[config.mk]
export PLATFORM = sky130hd
export DESIGN_NAME = per_sys
export DESIGN_NICKNAME = d
export VERILOG_FILES = /design/src/hdl/per_sys_pkg.sv /design/src/hdl/per_ctrl_regs.sv /design/src/hdl/per_req_arbiter.sv /design/src/hdl/per_req_fifo.sv /design/src/hdl/per_sys.sv
export VERILOG_INCLUDE_DIRS = /design/src /design/src/hdl
export SDC_FILE = /design/constraint.sdc
export NUM_CORES = 1
export LEC_CHECK = 0
export ABC_AREA = 0
export ABC_CLOCK_PERIOD_IN_PS = 4700
export BUFFER_PORTS_ARGS = -buffer_cell sky130_fd_sc_hd__buf_4
export CAP_MARGIN = 20
export CELL_PAD_IN_SITES_DETAIL_PLACEMENT = 0
export CELL_PAD_IN_SITES_GLOBAL_PLACEMENT = 1
export CORE_MARGIN = 5
export CORE_UTILIZATION = 30
export CTS_CLUSTER_SIZE = 25
export DETAILED_ROUTE_END_ITERATION = 6
export MAX_ROUTING_LAYER = met4
export PLACE_DENSITY_LB_ADDON = 0.1
export SLEW_MARGIN = 10
export SYNTH_ARGS = -nofsm -noshare
export SYNTH_HDL_FRONTEND = slang
export SYNTH_HIERARCHICAL = 1
export SYNTH_SLANG_ARGS = --single-unit
[constraint.sdc]
create_clock -name clock_i -period 4.7 [get_ports clock_i]
set_clock_uncertainty 0.15 [all_clocks]
set_input_delay 0.47 -clock clock_i [delete_from_list [all_inputs] [get_ports clock_i]]
set_output_delay 0.47 -clock clock_i [all_outputs]
set_load 0.005 [all_outputs]
[src/hdl/per_sys_defines.svh]
`ifndef PER_SYS_DEFINES_SVH
`define PER_SYS_DEFINES_SVH

// bus widths
// ---------------------------------------------------------------------------
`define PER_ADDR_W		4		// word address into the register bank
`define PER_DATA_W		32		// one bus word
`define PER_FIFO_DEPTH	4		// request queue entries

// field widths of the narrow control registers
`define PER_METRIC_W	2		// metric selector
`define PER_SEED_W		19		// sample-rate seed
`define PER_NUM_CYC		6		// cycle counter words from the core

// register map
// ---------------------------------------------------------------------------
`define REG_COMM		0		// command word to the core
`define REG_PHASE		1		// clock phase word
`define REG_METRIC		2		// metric selector
`define REG_SEED		3		// sample-rate seed
`define REG_SYSRST		4		// core system reset, bit 0
`define REG_CACHE0		5		// cache 0 status, ro
`define REG_CACHE1		6		// cache 1 status, ro
`define REG_CYC0		7		// first cycle count word, 7..12 ro

`endif

[src/hdl/per_sys_pkg.sv]
`include "per_sys_defines.svh"

package per_sys_pkg;

	// which master a request came from
	typedef enum logic {
		SRC_CORE	= 1'b0,		// processor core
		SRC_CS		= 1'b1		// external comm system
	} per_src_e;

	// ---------------------------------------------------------------------------
	// one queued request, 38 bits
	// ---------------------------------------------------------------------------
	typedef struct packed {
		per_src_e					src;	// origin, selects the response port
		logic						rw;		// 1 = write
		logic [`PER_ADDR_W-1:0]		addr;	// word address
		logic [`PER_DATA_W-1:0]		data;	// write data, don't care on reads
	} per_req_t;

	// record width is also 1+1+addr+data, used for sizing checks
	localparam int PER_REQ_W = $bits(per_req_t);

endpackage

[src/hdl/per_ctrl_regs.sv]
`timescale 1ns/1ps
`include "per_sys_defines.svh"

module per_ctrl_regs (
	input											clock_i,
	input											rst_n_i,

	// queue read side
	input											empty_i,
	input	per_sys_pkg::per_req_t					req_i,		// queue head
	output	logic									pop_o,

	// status inputs
	input	[`PER_DATA_W-1:0]						comm_cache0_i,
	input	[`PER_DATA_W-1:0]						comm_cache1_i,
	input	[`PER_NUM_CYC*`PER_DATA_W-1:0]			cycle_counts_i,

	// control outputs
	output	logic	[`PER_DATA_W-1:0]				comm_o,
	output	logic	[`PER_DATA_W-1:0]				phase_o,
	output	logic	[`PER_METRIC_W-1:0]				metric_sel_o,
	output	logic	[`PER_SEED_W-1:0]				shift_sample_rate_o,
	output	logic									reset_system_o,

	// read responses
	output	logic	[`PER_DATA_W-1:0]				data_core_o,
	output	logic									rvalid_core_o,
	output	logic	[`PER_DATA_W-1:0]				data_cs_o,
	output	logic									rvalid_cs_o
);

logic						wr_en, rd_core, rd_cs;
logic	[`PER_DATA_W-1:0]	rd_data;
logic	[`PER_ADDR_W-1:0]	cyc_off;		// word index into cycle_counts_i

assign pop_o	= ~empty_i;						// drain one request per cycle
assign wr_en	= pop_o & req_i.rw;
assign rd_core	= pop_o & ~req_i.rw & (req_i.src == per_sys_pkg::SRC_CORE);
assign rd_cs	= pop_o & ~req_i.rw & (req_i.src == per_sys_pkg::SRC_CS);
assign cyc_off	= req_i.addr - `PER_ADDR_W'(`REG_CYC0);

// read mux
// ---------------------------------------------------------------------------
always_comb begin
	rd_data = '0;		// unmapped reads give zero
	case (req_i.addr)
		`REG_COMM:		rd_data = comm_o;
		`REG_PHASE:		rd_data = phase_o;
		`REG_METRIC:	rd_data[`PER_METRIC_W-1:0] = metric_sel_o;
		`REG_SEED:		rd_data[`PER_SEED_W-1:0] = shift_sample_rate_o;
		`REG_SYSRST:	rd_data[0] = reset_system_o;
		`REG_CACHE0:	rd_data = comm_cache0_i;
		`REG_CACHE1:	rd_data = comm_cache1_i;
		default: begin
			// counter words 7..12
			if (req_i.addr >= `REG_CYC0 && req_i.addr < `REG_CYC0 + `PER_NUM_CYC)
				rd_data = cycle_counts_i[cyc_off*`PER_DATA_W +: `PER_DATA_W];
		end
	endcase
end

// control registers, write lands at the pop edge
// ---------------------------------------------------------------------------
always_ff @(posedge clock_i) begin
	if (!rst_n_i) begin
		comm_o				<= '0;
		phase_o				<= '0;
		metric_sel_o		<= '0;
		shift_sample_rate_o	<= '0;
		reset_system_o		<= 1'b1;	// core held until a master lets go
	end else if (wr_en) begin
		case (req_i.addr)
			`REG_COMM:		comm_o <= req_i.data;
			`REG_PHASE:		phase_o <= req_i.data;
			`REG_METRIC:	metric_sel_o <= req_i.data[`PER_METRIC_W-1:0];
			`REG_SEED:		shift_sample_rate_o <= req_i.data[`PER_SEED_W-1:0];
			`REG_SYSRST:	reset_system_o <= req_i.data[0];
			default:		;		// ro or unmapped, dropped
		endcase
	end
end

// response strobes
always_ff @(posedge clock_i) begin
	if (!rst_n_i) begin
		rvalid_core_o	<= 1'b0;
		rvalid_cs_o		<= 1'b0;
	end else begin
		rvalid_core_o	<= rd_core;
		rvalid_cs_o		<= rd_cs;
	end
end

// response data, held between strobes
always_ff @(posedge clock_i) begin
	if (rd_core)
		data_core_o <= rd_data;
	if (rd_cs)
		data_cs_o <= rd_data;
end

endmodule

[src/hdl/per_req_arbiter.sv]
`timescale 1ns/1ps
`include "per_sys_defines.svh"

module per_req_arbiter (
	input							clock_i,
	input							rst_n_i,

	// core side
	input							req_core_i,		// one-cycle strobe
	input							rw_core_i,
	input	[`PER_ADDR_W-1:0]		add_core_i,
	input	[`PER_DATA_W-1:0]		data_core_i,

	// cs side
	input							req_cs_i,		// one-cycle strobe
	input							rw_cs_i,
	input	[`PER_ADDR_W-1:0]		add_cs_i,
	input	[`PER_DATA_W-1:0]		data_cs_i,

	// queue write port
	output	logic					push_o,
	output	per_sys_pkg::per_req_t	req_o
);

// pending slots
// ---------------------------------------------------------------------------
logic					pend_core_q, pend_cs_q;	// slot holds a request
per_sys_pkg::per_req_t	rec_core_q, rec_cs_q;	// captured records
logic					old_cs_q;				// cs waited through a lost cycle
logic					grant_core, grant_cs;

// older slot wins, core on a tie
assign grant_core	= pend_core_q & (~pend_cs_q | ~old_cs_q);
assign grant_cs		= pend_cs_q & ~grant_core;

assign push_o	= pend_core_q | pend_cs_q;			// one record per cycle at most
assign req_o	= grant_core ? rec_core_q : rec_cs_q;

// slot valid bits and age
always_ff @(posedge clock_i) begin
	if (!rst_n_i) begin
		pend_core_q	<= 1'b0;
		pend_cs_q	<= 1'b0;
		old_cs_q	<= 1'b0;
	end else begin
		// a new strobe refills a slot even in its grant cycle
		if (req_core_i)
			pend_core_q <= 1'b1;
		else if (grant_core)
			pend_core_q <= 1'b0;

		if (req_cs_i)
			pend_cs_q <= 1'b1;
		else if (grant_cs)
			pend_cs_q <= 1'b0;

		old_cs_q <= pend_cs_q & ~grant_cs;	// cs lost this round, goes first next
	end
end

// record capture, source stamped here so the consumer never decodes it
always_ff @(posedge clock_i) begin
	if (req_core_i) begin
		rec_core_q.src	<= per_sys_pkg::SRC_CORE;
		rec_core_q.rw	<= rw_core_i;
		rec_core_q.addr	<= add_core_i;
		rec_core_q.data	<= data_core_i;
	end
	if (req_cs_i) begin
		rec_cs_q.src	<= per_sys_pkg::SRC_CS;
		rec_cs_q.rw		<= rw_cs_i;
		rec_cs_q.addr	<= add_cs_i;
		rec_cs_q.data	<= data_cs_i;
	end
end

endmodule

[src/hdl/per_req_fifo.sv]
`timescale 1ns/1ps
`include "per_sys_defines.svh"

module per_req_fifo #(
	parameter type	T		= per_sys_pkg::per_req_t,	// queued record
	parameter int	DEPTH	= `PER_FIFO_DEPTH
) (
	input			clock_i,
	input			rst_n_i,

	input			push_i,		// dropped when full
	input	T		data_i,
	input			pop_i,		// dropped when empty
	output	T		data_o,		// head, combinational
	output	logic	empty_o,
	output	logic	full_o
);

localparam int AW = (DEPTH > 1) ? $clog2(DEPTH) : 1;
localparam int CW = $clog2(DEPTH + 1);

T					mem_q [DEPTH];		// storage
logic	[AW-1:0]	wr_ptr_q, rd_ptr_q;
logic	[CW-1:0]	count_q;			// occupancy
logic				do_push, do_pop;

assign do_push	= push_i & ~full_o;
assign do_pop	= pop_i & ~empty_o;

assign empty_o	= (count_q == '0);
assign full_o	= (count_q == CW'(DEPTH));
assign data_o	= mem_q[rd_ptr_q];

// pointers and count
// ---------------------------------------------------------------------------
always_ff @(posedge clock_i) begin
	if (!rst_n_i) begin
		wr_ptr_q	<= '0;
		rd_ptr_q	<= '0;
		count_q		<= '0;
	end else begin
		if (do_push)
			wr_ptr_q <= (wr_ptr_q == AW'(DEPTH - 1)) ? '0 : wr_ptr_q + 1'b1;	// wrap
		if (do_pop)
			rd_ptr_q <= (rd_ptr_q == AW'(DEPTH - 1)) ? '0 : rd_ptr_q + 1'b1;
		// both at once leaves the count alone
		if (do_push && !do_pop)
			count_q <= count_q + 1'b1;
		else if (do_pop && !do_push)
			count_q <= count_q - 1'b1;
	end
end

always_ff @(posedge clock_i) begin
	if (do_push)
		mem_q[wr_ptr_q] <= data_i;
end

endmodule

[src/hdl/per_sys.sv]
`timescale 1ns/1ps
`include "per_sys_defines.svh"

module per_sys (
	// system ports
	input											clock_i,
	input											rst_n_i,

	// core side
	input											req_core_i,
	input											rw_core_i,
	input	[`PER_ADDR_W-1:0]						add_core_i,
	input	[`PER_DATA_W-1:0]						data_core_i,
	output	[`PER_DATA_W-1:0]						data_core_o,
	output											rvalid_core_o,

	// cs side
	input											req_cs_i,
	input											rw_cs_i,
	input	[`PER_ADDR_W-1:0]						add_cs_i,
	input	[`PER_DATA_W-1:0]						data_cs_i,
	output	[`PER_DATA_W-1:0]						data_cs_o,
	output											rvalid_cs_o,

	// cache and counter status
	input	[`PER_DATA_W-1:0]						comm_cache0_i,
	input	[`PER_DATA_W-1:0]						comm_cache1_i,
	input	[`PER_NUM_CYC*`PER_DATA_W-1:0]			cycle_counts_i,

	// control of the core
	output	[`PER_DATA_W-1:0]						comm_o,
	output	[`PER_DATA_W-1:0]						phase_o,
	output	[`PER_METRIC_W-1:0]						metric_sel_o,
	output	[`PER_SEED_W-1:0]						shift_sample_rate_o,
	output											reset_system_o
);

// arbiter -> queue -> register unit
// ---------------------------------------------------------------------------
logic					arb_push;
per_sys_pkg::per_req_t	arb_req;		// record into the queue
per_sys_pkg::per_req_t	fifo_head;		// record at the head
logic					fifo_empty, fifo_full, regs_pop;	// full is watched by the checker

per_req_arbiter u_arbiter (
	.clock_i		(clock_i		),
	.rst_n_i		(rst_n_i		),
	.req_core_i		(req_core_i		),
	.rw_core_i		(rw_core_i		),
	.add_core_i		(add_core_i		),
	.data_core_i	(data_core_i	),
	.req_cs_i		(req_cs_i		),
	.rw_cs_i		(rw_cs_i		),
	.add_cs_i		(add_cs_i		),
	.data_cs_i		(data_cs_i		),
	.push_o			(arb_push		),
	.req_o			(arb_req		)
);

per_req_fifo #(
	.T				(per_sys_pkg::per_req_t	),
	.DEPTH			(`PER_FIFO_DEPTH		)
) u_fifo (
	.clock_i		(clock_i		),
	.rst_n_i		(rst_n_i		),
	.push_i			(arb_push		),
	.data_i			(arb_req		),
	.pop_i			(regs_pop		),
	.data_o			(fifo_head		),
	.empty_o		(fifo_empty		),
	.full_o			(fifo_full		)
);

per_ctrl_regs u_regs (
	.clock_i				(clock_i				),
	.rst_n_i				(rst_n_i				),
	.empty_i				(fifo_empty				),
	.req_i					(fifo_head				),
	.pop_o					(regs_pop				),
	.comm_cache0_i			(comm_cache0_i			),
	.comm_cache1_i			(comm_cache1_i			),
	.cycle_counts_i			(cycle_counts_i			),
	.comm_o					(comm_o					),
	.phase_o				(phase_o				),
	.metric_sel_o			(metric_sel_o			),
	.shift_sample_rate_o	(shift_sample_rate_o	),
	.reset_system_o			(reset_system_o			),
	.data_core_o			(data_core_o			),
	.rvalid_core_o			(rvalid_core_o			),
	.data_cs_o				(data_cs_o				),
	.rvalid_cs_o			(rvalid_cs_o			)
);

endmodule

==> impl_metrics.json, run 1 <==
{
  "outcome": "finished, final reports clean",
  "synth_seq_cells": 390,
  "crit_arrival_ps": 3940,
  "fmax_mhz": 263,
  "rows": 86,
  "cts-buffers-inserted": 45,
  "die_x_um": 246,
  "clockRootBuffer": "clkbuf_16",
  "grt_pass1_wl_mm": 84.6,
  "leakagePower_nw": 8.75,
  "crit_path_end_kind": "register",
  "yosysUniqueCellTypes": 48,
  "num_io_pins": 486,
  "hold_end": "u_regs/data_core_o[1]",
  "routabilityCongestion": 0.854,
  "via_per_inst": 4.74,
  "dr.pass1.iters": 7,
  "grt_max_degree": 103,
  "vdd_drop_max_uv": 284,
  "dp_hpwl_mm": 44.1,
  "seq_area_um2": 10700,
  "period_share_pct": 80.8,
  "crit_required_ps": 4840,
  "die-area_um2": 60400,
  "finalCriticalPeriod_ps": 3800,
  "drive_above_1_share_pct": 40.6,
  "fillers": 5156,
  "clkLatencyLatePin_ps": 580,
  "rr_worst_depth": 7,
  "min_from": "comm_cache1_i[1]",
  "path_max_fanout": 31,
  "cts_resized": 0,
  "numPortBuffers": 485,
  "antenna_found_initial": 5,
  "final_cell_mix": "buf_4, edfxtp_1, nand2_1",
  "multiInputGateArea_um2": 5520,
  "maxCapViolCount": 0,
  "ant_nets": 0,
  "place_ws_ps": 876,
  "syn_to_final_growth_pct": 39.7,
  "synth-compound-area-share_pct": 9.86,
  "drtIter0Drc": 678,
  "synth_simple_gate_area_share_pct": 7.04,
  "start_kind": "register",
  "rsz0062_at_grt": "no",
  "synth_cells": 1132,
  "clk_pin_slew_ps": 60,
  "maxSlewViolCount": 0,
  "chipHeight_um": 246,
  "slew_headroom_pct": 33.7,
  "hold_violations": 0,
  "yosysWarnings": 6,
  "hold_path_class": "in2reg",
  "setup_ws_ps": 904,
  "vias": 11700,
  "whs_path_depth": 3,
  "htree_levels": 2,
  "tightest_slew_ps": 994,
  "drc": 0,
  "cts_sinks": 390,
  "rr_endpoint": "u_regs/data_cs_o[10]",
  "setup_viol": 0,
  "syn_avg_cell_area_um2": 14.7,
  "criticalPathCategory": "reg2reg",
  "totalPowerFinal_w": 0.0117,
  "synth-xor-area-share_pct": 0.203,
  "netlist_area_um2": 16700,
  "cts_buffer_depth": 3,
  "final_common_cell": "buf_4",
  "cts_tree": "yes",
  "synthMuxAreaShare_pct": 14.7,
  "grt_pass1_vias": 11900,
  "core_um2": 55100,
  "synth_top_family_by_area": "multiplexers",
  "p_per_area_nw_per_um2": 504,
  "fin_setup_tns_ps": 0,
  "nets": 2029,
  "ys_seq_area_share_pct": 64.2,
  "grt_usage_pct": 19.5,
  "grt-ovfl-total": 0,
  "initial_core_util_pct": 30.3,
  "wirelength_mm": 59.5,
  "r2r_setup_slack_ps": 900,
  "synthAdderAreaFrac_pct": 1.02,
  "syn-num-nets": 1479,
  "wl_per_cell_um": 24.1
}
[report_power, final]
part           internal, W  switching [W]  total, W
registers          0.00430       0.000176   0.00448
logic              0.00164        0.00215   0.00379
clock network      0.00206        0.00141   0.00348
total              0.00801        0.00374    0.0117
[logic make-up after synthesis]
family,count (synthesis)
flops,390
compound gates,226
xor+xnor,3
mux,146
simple gates,265
fa+ha+maj,13
buf+inv,89
[layout make-up]
| type | count | area share (%) |
|---|---|---|
| Antenna cell | 5 | 0.0537 |
| Clock buffer | 68 | 5.51 |
| Clock inverter | 16 | 0.795 |
| Inverter | 8 | 0.129 |
| Multi-Input combinational cell | 653 | 23.7 |
| Sequential cell | 390 | 46.0 |
| Tap cell | 748 | 4.02 |
| Timing Repair Buffer | 584 | 19.8 |
[worst max-delay path by stage]
stage                                     endpoint  slack, ps  cells past startpoint
detailed placement           u_regs/data_core_o[8]        880                      7
floorplan                      u_regs/data_cs_o[0]        460                      4
global placement             u_regs/data_core_o[8]        860                      7
global route        u_regs/shift_sample_rate_o[16]        640                      8
finish                        u_regs/data_cs_o[10]        900                      7
CTS                            u_regs/data_cs_o[8]        850                      7
[per-stage QoR]
| stage | hold WS [ps] | util (%) | area [um^2] | std cells |
|---|---|---|---|---|
| 5_1_grt | 86.3 | 42.3 | 23300 | 2472 |
| 3_3_place_gp | 312 | 38.1 | 21000 | 2305 |
| 3_5_place_dp | 314 | 38.3 | 21100 | 2309 |
| 4_1_cts | 79.9 | 42.3 | 23300 | 2467 |
| 6_report | 119 | 42.3 | 23300 | 2472 |
| 2_1_floorplan | 314 | - | 16700 | 1132 |
[worst max-delay path: stages, from the launching register on]
cell and delay [ps]:
dfxtp_2 630, mux4_4 730, inv_1 160, ha_2 690
buf_4 370, mux4_2 330, a21oi_1 280, o211ai_1 150
[per-layer routing]
layer | part of all wire, % | vias to the layer above | global-route usage [%] | wire length [um]
met5 | 0 | - | - | 0
met4 | 3.0 | 0 | 5.84 | 1810
met3 | 6.8 | 81 | 5.22 | 4040
met2 | 48 | 386 | 31.0 | 28700
met1 | 42 | 5765 | 24.5 | 25000
li1 | - | 5476 | - | -
[timing repair]
| action | 4_1_cts | 5_1_grt |
|---|---|---|
| setup buffers | 0 | 0 |
| hold endpoints to repair | 74 | 0 |
| hold buffers | 74 | 0 |
[synth_stat cells (all sizes together)]
cell	n	share of area, %
a211o	1	0.053
a221oi	2	0.11
nand2	176	4.0
a222oi	17	1.0
and3b	3	0.16
mux2i	39	2.3
nor2b	7	0.26
inv	8	0.18
edfxtp	290	52
o211ai	19	0.86
or2	1	0.038
xnor2	2	0.15
nor3b	6	0.47
a21boi	86	3.9
or3	1	0.038
clkbuf	45	1.0
nand4	1	0.038
o21ai	17	0.51
nor3	34	1.0
o31ai	1	0.045
dfxtp	100	12
and2	11	0.41
ha	12	0.90
a22o	26	1.4
a21oi	36	1.1
fa	1	0.12
nor2	17	0.38
o21bai	1	0.045
mux4	70	9.5
buf	36	1.8
nand3b	2	0.090
o21a	1	0.045
mux2	37	2.9
xor2	1	0.053
a22oi	18	0.81
a31oi	1	0.038
nand3	6	0.18
[sequential cells by signal, indices dropped and copies added (netlist names), 2 cells and up, named ones only]
signal	flops
u_arbiter/rec_core_q	37
u_regs/data_cs_o	32
u_fifo/wr_ptr_q	2
u_fifo/count_q	3
u_regs/metric_sel_o	2
u_arbiter/rec_cs_q	37
u_fifo/rd_ptr_q	2
u_fifo/mem_q	152
u_regs/data_core_o	32
u_regs/shift_sample_rate_o	19
u_regs/phase_o	32
u_regs/comm_o	32
Power figures use the tool's default switching activity.
==> run 2, diff against run 1 <==
--- a/config.mk
+++ b/config.mk
@@ -7,7 +7,7 @@
 export NUM_CORES = 1
 export LEC_CHECK = 0
 export ABC_AREA = 0
-export ABC_CLOCK_PERIOD_IN_PS = 4700
+export ABC_CLOCK_PERIOD_IN_PS = 3700
 export BUFFER_PORTS_ARGS = -buffer_cell sky130_fd_sc_hd__buf_4
 export CAP_MARGIN = 20
 export CELL_PAD_IN_SITES_DETAIL_PLACEMENT = 0
==> constraint.sdc (replaced) <==
create_clock -name clock_i -period 3.7 [get_ports clock_i]
set_clock_uncertainty 0.15 [all_clocks]
set_input_delay 0.37 -clock clock_i [delete_from_list [all_inputs] [get_ports clock_i]]
set_output_delay 0.37 -clock clock_i [all_outputs]
set_load 0.005 [all_outputs]
==> run 2 against run 1 <==
  * The run now ends with DRC left
  * Combinational power is 30% higher
  * Global-route usage rose by 0.59 points
  * Cell area up 0.77%
  * Sequential share of layout area is 0.35 points lower
  * Clock-buffer cell count down 6
  * Core utilization up 0.33 points
  * Fmax increased by 9.6%
  * Critical path depth did not move
  * First-iteration DRC count is 16% higher
  * Total power is 29% higher
  * Critical path type unchanged
  * Largest power group unchanged
==> impl_metrics.json, run 2 (same netlist as run 1, synthesis figures left out) <==
{
  "outcome": "complete, but fails checks",
  "violations": "DRC",
  "clkLatencyLatePin_ps": 590,
  "finalCriticalPeriod_ps": 3460,
  "fin_setup_tns_ps": 0,
  "crit_required_ps": 3860,
  "fmax_mhz": 289,
  "power.share.switching_pct": 31.8,
  "grt_pass1_wl_mm": 86.6,
  "drc": 2,
  "totalPowerFinal_w": 0.0151,
  "rows": 86,
  "grt_pass1_vias": 12200,
  "rr_worst_depth": 7,
  "chipHeight_um": 246,
  "rsz0062_at_grt": "no",
  "rr_endpoint": "u_regs/data_cs_o[28]",
  "hold_end": "u_regs/data_cs_o[10]",
  "dpl_cell_area_um2": 21200,
  "clk_pin_slew_ps": 60,
  "drtIter0Drc": 789,
  "final_area_um2": 23500,
  "crit_arrival_ps": 3630,
  "grt-ovfl-total": 0,
  "comb_power_share_pct": 32.5,
  "antenna_found_initial": 5,
  "p_clk_share_pct": 30.0,
  "vias": 11800,
  "drive_above_1_share_pct": 41.0,
  "cts_sinks": 390,
  "whs_path_depth": 3,
  "routabilityCongestion": 0.880,
  "p_int_w": 0.0103,
  "numPortBuffers": 485,
  "cts-buffers-inserted": 46,
  "die-area_um2": 60400,
  "dp_hpwl_mm": 45.9,
  "period_share_pct": 93.6,
  "vdd_drop_max_uv": 500,
  "tightest_slew_ps": 1000,
  "via_per_inst": 4.74,
  "htree_levels": 2,
  "clockRootBuffer": "clkbuf_16",
  "largest_register": "u_fifo/mem_q",
  "largest_reg_flops": 152,
  "initial_core_util_pct": 30.3,
  "hold_violations": 0,
  "fillers": 5174,
  "hold_ws_ps": 39.9,
  "crit_path_end_kind": "register",
  "wirelength_mm": 60.9,
  "cts_tree": "yes",
  "grt_usage_pct": 20.0,
  "cts_buffer_depth": 3,
  "path_max_fanout": 29,
  "p_per_area_nw_per_um2": 644,
  "num_io_pins": 486,
  "fin_cells": 2487,
  "dr.pass1.iters": 7,
  "r2r_setup_slack_ps": 240,
  "seqPwrFrac_pct": 37.5,
  "start_kind": "register",
  "syn_to_final_growth_pct": 40.8,
  "leakagePower_nw": 8.85,
  "slew_headroom_pct": 33.2,
  "top_regs": "u_fifo/mem_q x152, u_arbiter/rec_core_q x37, u_arbiter/rec_cs_q x37",
  "min_from": "comm_cache0_i[10]",
  "die_x_um": 246,
  "maxCapViolCount": 0,
  "hold_path_class": "in2reg",
  "grt_max_degree": 103,
  "nets": 2044,
  "criticalPathCategory": "reg2reg",
  "setup_viol": 0,
  "final_cell_mix": "buf_4, edfxtp_1, nand2_1",
  "maxSlewViolCount": 0,
  "ant_nets": 0,
  "dp_cells": 2321,
  "final_common_cell": "buf_4",
  "wl_per_cell_um": 24.5,
  "core_um2": 55100,
  "p_sw_w": 0.00481
}
-- run 2: worst max-delay path by stage --
stage | slack [ps] | end
floorplan | 130 | u_regs/data_core_o[10]
global placement | 310 | u_regs/data_core_o[28]
detailed placement | 270 | u_regs/data_cs_o[28]
CTS | 240 | u_regs/data_cs_o[28]
global route | 110 | u_regs/data_cs_o[28]
finish | 240 | u_regs/data_cs_o[28]
-- run 2: per-stage QoR --
step	util [%]	setup WS, ps
floorplan	-	125
global placement	38.5	309
detailed placement	38.5	268
CTS	42.6	245
global route	42.6	107
finish	42.6	236
-- run 2: routing by layer --
layer / vias to the layer above / part of all wire [%] / track usage (%) / routed length (um)
met2: 415 / 47 / 31.4 / 28700
met1: 5758 / 41 / 25.0 / 25200
met4: 0 / 3.7 / 7.40 / 2250
li1: 5507 / - / - / -
met5: - / 0 / - / 0
met3: 97 / 7.8 / 5.51 / 4740
-- run 2: what timing repair did --
action | in CTS | in global routing
setup buffers | 0 | 0
endpoints found under the setup margin | 0 | 0
hold endpoints to repair | 78 | 0
gates resized for setup | 0 | 0
hold buffers | 76 | 0
-- run 2: area by class of cell --
cell class                 count  area [um^2]  share of cell area [%]
inverter                       8         30.0                   0.128
clock buffer                  62         1230                    5.24
multi-input combinational    653         5530                    23.6
timing repair buffer         598         4740                    20.2
tap                          748          936                    3.99
antenna                        5         12.5                  0.0533
clock inverter                23          283                    1.20
sequential                   390        10700                    45.6
-- run 2: critical path: stages (launching register included) --
cell	delay (ps)
dfxtp_2	360
mux4_4	660
inv_1	170
ha_2	620
buf_4	420
mux4_2	350
a21oi_1	320
o21ai_1	120
-- run 2: power by group through the flow --
stage / clock network, W / logic [W] / registers [W]
after floorplan: 0 / 0.00299 / 0.00573
after global placement: 0 / 0.00484 / 0.00575
after detailed placement: 0 / 0.00490 / 0.00576
after CTS: 0.00469 / 0.00498 / 0.00567
after global routing: 0.00487 / 0.00530 / 0.00571
final: 0.00454 / 0.00492 / 0.00566
